===== src/noc_pkg.sv =====
package noc_pkg;

	// Flit and word field widths
	localparam int addr_w = 4;
	localparam int nibble_w = 4;
	localparam int cw_w = 7;

	// A local word carries the address in the low bits and the nibble above it
	localparam int word_w = addr_w + nibble_w;

	// A flit carries the address in bits 3..0 and the codeword in bits 10..4
	localparam int flit_w = addr_w + cw_w;

	// Each receive FIFO holds this many words, so a sender starts with as many credits
	localparam int fifo_depth = 4;

	// Initial credits toward the router and toward the data bucket
	localparam int router_credits = 4;
	localparam int bucket_credits = 2;

	// Counter widths wide enough to hold the full credit value
	localparam int router_cnt_w = $clog2(router_credits + 1);
	localparam int bucket_cnt_w = $clog2(bucket_credits + 1);

	// Hamming(7,4) codeword seen two ways.
	// The field view follows the classic layout with parity at positions 1, 2 and 4.
	// The raw view lets the corrector flip a bit by position.
	typedef union packed {
		struct packed {
			logic d4;
			logic d3;
			logic d2;
			logic p3;
			logic d1;
			logic p2;
			logic p1;
		} fields;
		logic [cw_w-1:0] raw;
	} hamming_cw_u;

endpackage

===== src/pe_core_top.sv =====
`timescale 1ns/1ns

module pe_core_top (
	input  logic                       clk,
	input  logic                       reset,

	input  logic                       dg_valid,
	input  logic [noc_pkg::word_w-1:0] dg_data,
	output logic                       dg_credit,

	output logic                       flit_out_valid,
	output logic [noc_pkg::flit_w-1:0] flit_out_data,
	input  logic                       flit_out_credit,

	input  logic                       flit_in_valid,
	input  logic [noc_pkg::flit_w-1:0] flit_in_data,
	output logic                       flit_in_credit,

	output logic                       db_valid,
	output logic [noc_pkg::word_w-1:0] db_data,
	output logic                       db_corrected,
	input  logic                       db_credit
);

	import noc_pkg::*;

	logic dg_empty;
	logic [word_w-1:0] dg_head;
	logic dg_pop;

	logic rx_empty;
	logic [flit_w-1:0] rx_head;
	logic rx_pop;

	// Transmit path, data generator words in and encoded flits out
	credit_fifo #(
		.depth(fifo_depth),
		.width(word_w)
	) u_dg_fifo (
		.clk(clk),
		.reset(reset),
		.in_valid(dg_valid),
		.in_data(dg_data),
		.credit(dg_credit),
		.empty(dg_empty),
		.head(dg_head),
		.pop(dg_pop)
	);

	hamming_encode_stage u_encode (
		.clk(clk),
		.reset(reset),
		.empty(dg_empty),
		.head(dg_head),
		.pop(dg_pop),
		.flit_valid(flit_out_valid),
		.flit_data(flit_out_data),
		.flit_credit(flit_out_credit)
	);

	// Receive path, router flits in and corrected words out to the bucket
	credit_fifo #(
		.depth(fifo_depth),
		.width(flit_w)
	) u_rx_fifo (
		.clk(clk),
		.reset(reset),
		.in_valid(flit_in_valid),
		.in_data(flit_in_data),
		.credit(flit_in_credit),
		.empty(rx_empty),
		.head(rx_head),
		.pop(rx_pop)
	);

	hamming_correct_stage u_correct (
		.clk(clk),
		.reset(reset),
		.empty(rx_empty),
		.head(rx_head),
		.pop(rx_pop),
		.word_valid(db_valid),
		.word_data(db_data),
		.corrected(db_corrected),
		.word_credit(db_credit)
	);

endmodule


===== src/hamming_correct_stage.sv =====
`timescale 1ns/1ns

module hamming_correct_stage (
	input  logic                       clk,
	input  logic                       reset,
	input  logic                       empty,
	input  logic [noc_pkg::flit_w-1:0] head,
	output logic                       pop,
	output logic                       word_valid,
	output logic [noc_pkg::word_w-1:0] word_data,
	output logic                       corrected,
	input  logic                       word_credit
);

	import noc_pkg::*;

	logic [bucket_cnt_w-1:0] credit_cnt;
	logic [addr_w-1:0] addr;
	logic [nibble_w-1:0] nibble_fixed;
	logic [2:0] syndrome;
	hamming_cw_u rx_cw;
	hamming_cw_u fixed;

	assign addr = head[addr_w-1:0];
	assign rx_cw.raw = head[flit_w-1:addr_w];

	assign pop = !empty && (credit_cnt != '0);

	// Syndrome bit k checks every position whose index has bit k set
	assign syndrome[0] = rx_cw.raw[0] ^ rx_cw.raw[2] ^ rx_cw.raw[4] ^ rx_cw.raw[6];
	assign syndrome[1] = rx_cw.raw[1] ^ rx_cw.raw[2] ^ rx_cw.raw[5] ^ rx_cw.raw[6];
	assign syndrome[2] = rx_cw.raw[3] ^ rx_cw.raw[4] ^ rx_cw.raw[5] ^ rx_cw.raw[6];

	// A nonzero syndrome is the 1-based position of the flipped bit
	always_comb
	begin
		fixed = rx_cw;
		if (syndrome != 3'd0)
		begin
			fixed.raw[syndrome - 3'd1] = ~rx_cw.raw[syndrome - 3'd1];
		end
	end

	assign nibble_fixed = {fixed.fields.d4, fixed.fields.d3, fixed.fields.d2, fixed.fields.d1};

	always_ff @(posedge clk)
	begin
		if (pop)
		begin
			word_data <= {nibble_fixed, addr};
		end
	end

	always_ff @(posedge clk)
	begin
		if (reset)
		begin
			credit_cnt <= bucket_cnt_w'(bucket_credits);
			word_valid <= 1'b0;
			corrected <= 1'b0;
		end
		else
		begin
			word_valid <= pop;
			corrected <= pop && (syndrome != 3'd0);
			if (word_credit && !pop)
			begin
				credit_cnt <= credit_cnt + 1'b1;
			end
			else if (pop && !word_credit)
			begin
				credit_cnt <= credit_cnt - 1'b1;
			end
		end
	end

	// The bucket never returns more credits than it was given
	a_bucket_credit_bound: assert property (@(posedge clk) disable iff (reset)
		credit_cnt <= bucket_credits)
		else $error("hamming_correct_stage: bucket credit count above limit");

endmodule


===== src/hamming_encode_stage.sv =====
`timescale 1ns/1ns

module hamming_encode_stage (
	input  logic                       clk,
	input  logic                       reset,
	input  logic                       empty,
	input  logic [noc_pkg::word_w-1:0] head,
	output logic                       pop,
	output logic                       flit_valid,
	output logic [noc_pkg::flit_w-1:0] flit_data,
	input  logic                       flit_credit
);

	import noc_pkg::*;

	logic [router_cnt_w-1:0] credit_cnt;
	logic [addr_w-1:0] addr;
	logic [nibble_w-1:0] nibble;
	hamming_cw_u cw;

	assign addr = head[addr_w-1:0];
	assign nibble = head[word_w-1:addr_w];

	// A word leaves the FIFO only when the router has room for the flit
	assign pop = !empty && (credit_cnt != '0);

	always_comb
	begin
		cw.fields.d1 = nibble[0];
		cw.fields.d2 = nibble[1];
		cw.fields.d3 = nibble[2];
		cw.fields.d4 = nibble[3];
		// Each parity bit covers the data positions whose index has that bit set
		cw.fields.p1 = cw.fields.d1 ^ cw.fields.d2 ^ cw.fields.d4;
		cw.fields.p2 = cw.fields.d1 ^ cw.fields.d3 ^ cw.fields.d4;
		cw.fields.p3 = cw.fields.d2 ^ cw.fields.d3 ^ cw.fields.d4;
	end

	always_ff @(posedge clk)
	begin
		if (pop)
		begin
			flit_data <= {cw.raw, addr};
		end
	end

	always_ff @(posedge clk)
	begin
		if (reset)
		begin
			credit_cnt <= router_cnt_w'(router_credits);
			flit_valid <= 1'b0;
		end
		else
		begin
			flit_valid <= pop;
			if (flit_credit && !pop)
			begin
				credit_cnt <= credit_cnt + 1'b1;
			end
			else if (pop && !flit_credit)
			begin
				credit_cnt <= credit_cnt - 1'b1;
			end
		end
	end

	// The router never returns more credits than it was given
	a_router_credit_bound: assert property (@(posedge clk) disable iff (reset)
		credit_cnt <= router_credits)
		else $error("hamming_encode_stage: router credit count above limit");

endmodule


===== src/credit_fifo.sv =====
`timescale 1ns/1ns

module credit_fifo #(
	parameter int depth = noc_pkg::fifo_depth,
	parameter int width = noc_pkg::word_w
) (
	input  logic             clk,
	input  logic             reset,
	input  logic             in_valid,
	input  logic [width-1:0] in_data,
	output logic             credit,
	output logic             empty,
	output logic [width-1:0] head,
	input  logic             pop
);

	logic [width-1:0] mem [depth];
	logic [$clog2(depth)-1:0] wr_ptr;
	logic [$clog2(depth)-1:0] rd_ptr;
	logic [$clog2(depth+1)-1:0] count;
	logic full;

	assign empty = (count == '0);
	assign full = (int'(count) == depth);

	// The head is visible without waiting for a clock edge
	assign head = mem[rd_ptr];

	always_ff @(posedge clk)
	begin
		if (in_valid)
		begin
			mem[wr_ptr] <= in_data;
		end
	end

	always_ff @(posedge clk)
	begin
		if (reset)
		begin
			wr_ptr <= '0;
			rd_ptr <= '0;
			count <= '0;
			credit <= 1'b0;
		end
		else
		begin
			if (in_valid)
			begin
				if (int'(wr_ptr) == depth - 1)
				begin
					wr_ptr <= '0;
				end
				else
				begin
					wr_ptr <= wr_ptr + 1'b1;
				end
			end
			if (pop)
			begin
				if (int'(rd_ptr) == depth - 1)
				begin
					rd_ptr <= '0;
				end
				else
				begin
					rd_ptr <= rd_ptr + 1'b1;
				end
			end
			if (in_valid && !pop)
			begin
				count <= count + 1'b1;
			end
			else if (pop && !in_valid)
			begin
				count <= count - 1'b1;
			end
			// One credit goes back to the sender for every entry freed
			credit <= pop;
		end
	end

	// A sender that honours its credits can never push into a full buffer
	a_no_push_when_full: assert property (@(posedge clk) disable iff (reset)
		in_valid |-> !full)
		else $error("credit_fifo: push while full");

	a_no_pop_when_empty: assert property (@(posedge clk) disable iff (reset)
		pop |-> !empty)
		else $error("credit_fifo: pop while empty");

endmodule


===== config.mk =====
export PLATFORM = sky130hd
export DESIGN_NAME = pe_core_top
export DESIGN_NICKNAME = d
export VERILOG_FILES = /design/src/noc_pkg.sv /design/src/pe_core_top.sv /design/src/hamming_correct_stage.sv /design/src/hamming_encode_stage.sv /design/src/credit_fifo.sv
export SDC_FILE = /design/constraint.sdc
export NUM_CORES = 1
export LEC_CHECK = 0
export BUFFER_PORTS_ARGS = -buffer_cell sky130_fd_sc_hd__buf_2
export CAP_MARGIN = 20
export CORE_ASPECT_RATIO = 1.75
export CORE_MARGIN = 5
export CORE_UTILIZATION = 40
export CTS_CLUSTER_DIAMETER = 50
export CTS_CLUSTER_SIZE = 40
export DETAILED_ROUTE_END_ITERATION = 6
export PLACE_DENSITY_LB_ADDON = 0.3
export SLEW_MARGIN = 20
export SYNTH_ARGS = -nofsm -noshare
export SYNTH_HDL_FRONTEND = slang
export SYNTH_HIERARCHICAL = 1
export SYNTH_SLANG_ARGS = --single-unit

===== constraint.sdc =====
create_clock -name clk -period 4.3 [get_ports clk]
set_clock_uncertainty 0.1 [all_clocks]
set_input_delay 0.86 -clock clk [delete_from_list [all_inputs] [get_ports clk]]
set_output_delay 0.86 -clock clk [all_outputs]
set_load 0.01 [all_outputs]

# Word level (Yosys, flattened, before mapping)
# Memory sizes are Yosys's and may differ from the RTL's. A register that Yosys moved wholly into a read port is not among the register bits.
# Cells that the tools add are included.
dict set report classes {
  muxes 26
  multipliers 0
  order_cmp 2
  eq_ne 4
  reduce_logical 29
  n_addsub 13
  bitwise 16
  shifts 0
  div 0
}
# operator n
set ops {}
lappend ops {{$mux W2} 10}
lappend ops {{$mux W3} 6}
lappend ops {{$xor A1 B1 Y1} 15}
lappend ops {{$logic_and A1 B1 Y1} 12}
lappend ops {{$sub A3 B1 Y3 const B} 4}
lappend ops {{$add A2 B1 Y2 const B} 5}
lappend ops {{$reduce_bool A2 Y1} 5}
lappend ops {{$add A3 B1 Y3 const B} 3}
lappend ops {{$eq A2 B1 Y1 const B} 4}
lappend ops {{$logic_not A1 Y1} 8}
lappend ops {{$bwmux W7} 1}
lappend ops {{$mux W7} 1}
lappend ops {{$logic_not A3 Y1} 2}
lappend ops {{$mux W1} 6}
lappend ops {{$reduce_bool A3 Y1} 2}
lappend ops {{$lt A3 B4 Y1 const B} 1}
lappend ops {{$bmux W1 S3} 1}
lappend ops {{$demux W1 S3} 1}
lappend ops {{$ge A3 B1 Y1 const B} 1}
lappend ops {{$sub A2 B1 Y2 const B} 1}
lappend ops {{$not A1 Y1} 1}
dict set report word_totals {
  mem_bits_rw 76
  input_bits 25
  out_inout_bits 24
  latchBits 0
  word_cells 105
  n_memories 2
  mem_bits_ro 0
  ff_bits 41
}
# memory depth width rd rd_ports_with_merged_regs wr line_no
set memory_table {}
lappend memory_table {u_rx_fifo.mem 4 11 1 1 1 credit_fifo.sv:17} ;# logic [width-1:0] mem [depth];
lappend memory_table {u_dg_fifo.mem 4 8 1 1 1 credit_fifo.sv:17}

# Longest topological paths before layout
dict set report depth {
  depth_word 10
  ltp_mapped 10
  ltp_nobuf 10
}

# Hierarchy
# Netlist, hierarchy kept.
# module area_each_um2 cells_each seq_area_each_um2 n_inst
set modules_own_cells {}
lappend modules_own_cells {{credit_fifo at u_rx_fifo} 2049.5 103 1521.5 1}
lappend modules_own_cells {{credit_fifo at u_dg_fifo} 1617.8 88 1161.1 1}
lappend modules_own_cells {hamming_correct_stage 633.1 48 320.3 1}
lappend modules_own_cells {hamming_encode_stage 563.0 35 410.4 1}

# Least setup slack after synthesis
# No wires, ideal clock.
dict set report synth_timing {
  path_type {reg-to-reg}
  startpoint {register with a tool-made name}
  endpoint {register u_correct/word_data[7] (netlist name) (data pin)}
  required_time_ns 3.940
  n_path_buf 1
  synth_period_minus_slack_ns 3.193
  slack_ns 1.107
  arrival_time_ns 2.833
  stages_incl_launch_ff 11
  setup_time_ns 0.260
  path_cell_list {dfxtp_1 > buf_6 > mux4_2 > xor2_1 > xnor2_1 > ha_1 > and2_1 > ha_1 > nor3_1 > nor2b_1 > mux2_2}
}
# item line_no
set synth_lines {}
lappend synth_lines {{end signal, assigned} hamming_correct_stage.sv:50} ;# word_data <= {nibble_fixed, addr};
lappend synth_lines {{end, declared} hamming_correct_stage.sv:10} ;# output logic [noc_pkg::word_w-1:0] word_data,

==> metrics.log <==
INFO  metric status = complete, no violations
INFO  metric post_synthesis_mean_instance_area = 17.7 µm²
INFO  metric setup_violations = 0
INFO  metric ioPinCount = 49
INFO  metric grt_antenna_before_repair = 0
INFO  metric synth_warnings = 6
INFO  metric gp_routability_congestion = 0.766
INFO  metric max_cap_violations = 0
INFO  metric placed_cells_incl_taps = 481
INFO  metric timing.final.hold_violations = 0
INFO  metric drt.antenna.violating_nets = 0
INFO  metric finalNetCount = 379
INFO  metric hold_path.class = register to register
INFO  metric clkTransAtPathRegs = 50 ps
INFO  metric cp_data_required_time = 4350 ps
INFO  metric floorplan.initialDensity = 40.5%
INFO  metric place.detailed.hpwl = 5900 µm
INFO  metric die-area = 14600 µm²
INFO  metric path_cells = buf_4 > mux4_2 > xor2_2 > xnor3_2 > and2_1 > ha_1 > nor3_1 > nor2b_1 > mux2_2
INFO  metric commonest_cells_after_routing_fill_and_taps_aside = edfxtp_1 (95), buf_2 (48), dfxtp_1 (28), nor2_1 (21), mux4_2 (18)
INFO  metric grt_max_degree = 25
INFO  metric mostFrequentLayoutCell = edfxtp_1
INFO  metric cts_setup_buffers = 0
INFO  metric io_buffer_count = 48
INFO  metric final-instance-count-excl-fill = 513
INFO  metric ys_types = 33
INFO  metric synth_cells = 274
INFO  metric crit_buf_inv = 1
INFO  metric ctsHtreeMaxLevel = 4
INFO  metric critPathMaxStageDelay = 590 ps
INFO  metric postSynthNetCount = 318
INFO  metric synth.cell_area = 4860 µm²
INFO  metric p_leak = 2.18 nW
INFO  metric grt_remaining_overflow = 0
INFO  metric postCtsResizedCells = 0
INFO  metric crit_path_start_kind = register
INFO  metric cp_slowest_cell = mux4_2
INFO  metric drt-pass1-iter-count = 4
INFO  metric number_of_flip_flops_and_latches_in_the_synthesized_netlist = 123
INFO  metric die-width = 93.4 µm
INFO  metric worst_pin_slew = 611 ps
INFO  metric detailroute.via_count = 2432
INFO  metric core.rowCount = 53
INFO  metric clockRootBuffer = clkbuf_16
INFO  metric power.ir.vdd_worst = 0.489 mV
INFO  metric avgViaCountPerCell = 4.74
INFO  metric layout_min_cycle_time = 3600 ps
INFO  metric power.density_cell_area = 790 nW/µm²
INFO  metric cts_tree = built
INFO  metric clk-insertion-delay-late = 400 ps
INFO  metric grt_pass1_vias = 2700
INFO  metric setup.worst_path.class = register to register
INFO  metric critPathCaptureType = register
INFO  metric antenna-diode-count = 0
INFO  metric detail_route.wl_per_cell = 16.4 µm
INFO  metric synth_seq_area_share = 70.2%
INFO  metric worst_path_dominant_cell_family = multiplexers
INFO  metric min_period_over_period = 83.7%
INFO  metric core = 12000 µm²
INFO  metric fin_setup_tns = 0 ps
INFO  metric cts_max_path_buffers = 2
INFO  metric grt.total_usage = 12.9%
INFO  metric wl = 8410 µm
INFO  metric global_route_wire_length_before_repair = 13800 µm
INFO  metric clock.fmax = 278 MHz
INFO  metric post_cts_hold_fix_bufs = 0
INFO  metric die_height = 156 µm
INFO  metric numCtsBuffers = 17
INFO  metric clock_sinks = 123
INFO  metric worstPathMaxFanout = 7
INFO  metric final_max_slew_viol_count = 0
INFO  metric arr_time_crit_path = 3650 ps
INFO  metric drive_above_1_share = 30.7%
INFO  metric route.detailed.drc = 0
INFO  metric dr.first_iter.drc_count = 90
INFO  metric maxSlewHeadroom = 59.2%
INFO  metric rsz_0062_raised_after_global_routing = no
INFO  metric layout-area-overhead-vs-synth = 21.0%
==> logic make-up after synthesis <==
kind of cell	count (synthesis)	synth area share (%)
compound gates	10	1.08
flops	123	70.2
simple gates	49	5.40
xor+xnor	24	4.79
fa+ha+maj	19	5.35
mux	31	11.4
buf+inv	18	1.78
==> synth_stat cells <==
library cell / n / area, µm²
xor2_2: 1 / 16.3
nor3_1: 7 / 35.0
dfxtp_1: 28 / 561
buf_6: 2 / 22.5
nor2b_1: 1 / 6.26
nor3b_1: 3 / 22.5
or3_1: 2 / 12.5
nor2_1: 21 / 78.8
or2_2: 1 / 6.26
a21oi_1: 4 / 20.0
and2_1: 9 / 56.3
clkbuf_1: 2 / 7.51
xnor2_1: 11 / 96.3
ha_1: 16 / 200
or3b_2: 2 / 17.5
mux2_2: 2 / 22.5
xnor3_2: 1 / 23.8
clkbuf_2: 1 / 5.00
o21bai_1: 1 / 7.51
edfxtp_1: 95 / 2850
mux4_1: 1 / 26.3
mux4_2: 18 / 405
buf_2: 2 / 10.0
inv_1: 11 / 41.3
mux2_1: 1 / 11.3
o21ai_1: 1 / 5.00
nor4b_2: 1 / 15.0
mux2i_1: 9 / 90.1
or3b_1: 1 / 8.76
xor2_1: 11 / 96.3
o21ai_0: 4 / 20.0
fa_1: 3 / 60.1
nand2_1: 1 / 3.75
==> through the flow <==
step / hold slack, ps / util [%] / power [W] / area, µm² / setup slack (ps)
after floorplan: 358 / - / 0.00287 / 4860 / 1110
after global placement: 373 / 43.9 / 0.00320 / 5270 / 794
after detailed placement: 383 / 43.9 / 0.00325 / 5270 / 717
after CTS: 391 / 49.0 / 0.00472 / 5890 / 702
after global routing: 412 / 49.0 / 0.00494 / 5890 / 490
final: 388 / 49.0 / 0.00465 / 5890 / 701
==> state kept, by name (all words and copies together) (netlist names), named ones only <==
register              count
u_dg_fifo/credit          1
u_dg_fifo/mem            32
u_correct/corrected       1
u_rx_fifo/mem            44
u_rx_fifo/wr_ptr          2
u_rx_fifo/credit          1
u_correct/credit_cnt      2
u_encode/flit_valid       1
u_encode/credit_cnt       3
u_dg_fifo/wr_ptr          2
u_encode/flit_data       11
u_dg_fifo/count           3
u_rx_fifo/rd_ptr          2
u_rx_fifo/count           3
u_correct/word_data       8
u_correct/word_valid      1
u_dg_fifo/rd_ptr          2
==> tightest hold or removal path, cell delays in order, from the launching register on <==
cell and delay (ps):
dfxtp_1 310, o21ai_0 70, a21oi_1 60
==> metal layers <==
metal / GRT usage [%] / routed length, µm / up-vias
met5: 0 / 0 / -
li1: - / - / 1156
met4: 6.08 / 217 / 0
met2: 23.4 / 4750 / 50
met1: 12.5 / 3030 / 1213
met3: 4.92 / 416 / 13
==> cell type report <==
type | instances | area (µm²)
clock buffers | 17 | 425
clock inverters | 15 | 189
fillers | 1014 | 6120
inverters | 11 | 41.3
multi-input cells | 133 | 1360
flip-flops and latches | 123 | 3410
well taps | 165 | 206
repair buffers | 49 | 248
==> path summary, 6_finish.rpt <==
check	from	to	slack [ps]	cells past startpoint
max	register	u_correct/word_data[7]$_DFFE_PP_	700	9
min	u_dg_fifo/count[2]$_SDFFE_PP0P_	u_dg_fifo/count[2]$_SDFFE_PP0P_	390	2
max reg2reg	register	u_correct/word_data[7]$_DFFE_PP_	700	9
min reg2reg	u_dg_fifo/count[2]$_SDFFE_PP0P_	u_dg_fifo/count[2]$_SDFFE_PP0P_	390	2
==> power breakdown <==
group	total, W	switching [W]	internal, W	leakage [nW]
clock	0.00144	0.000522	0.000922	0.295
combinational	0.00146	0.000741	0.000721	0.771
sequential	0.00175	0.000149	0.00160	1.11
(Power assumes the default switching activity.)
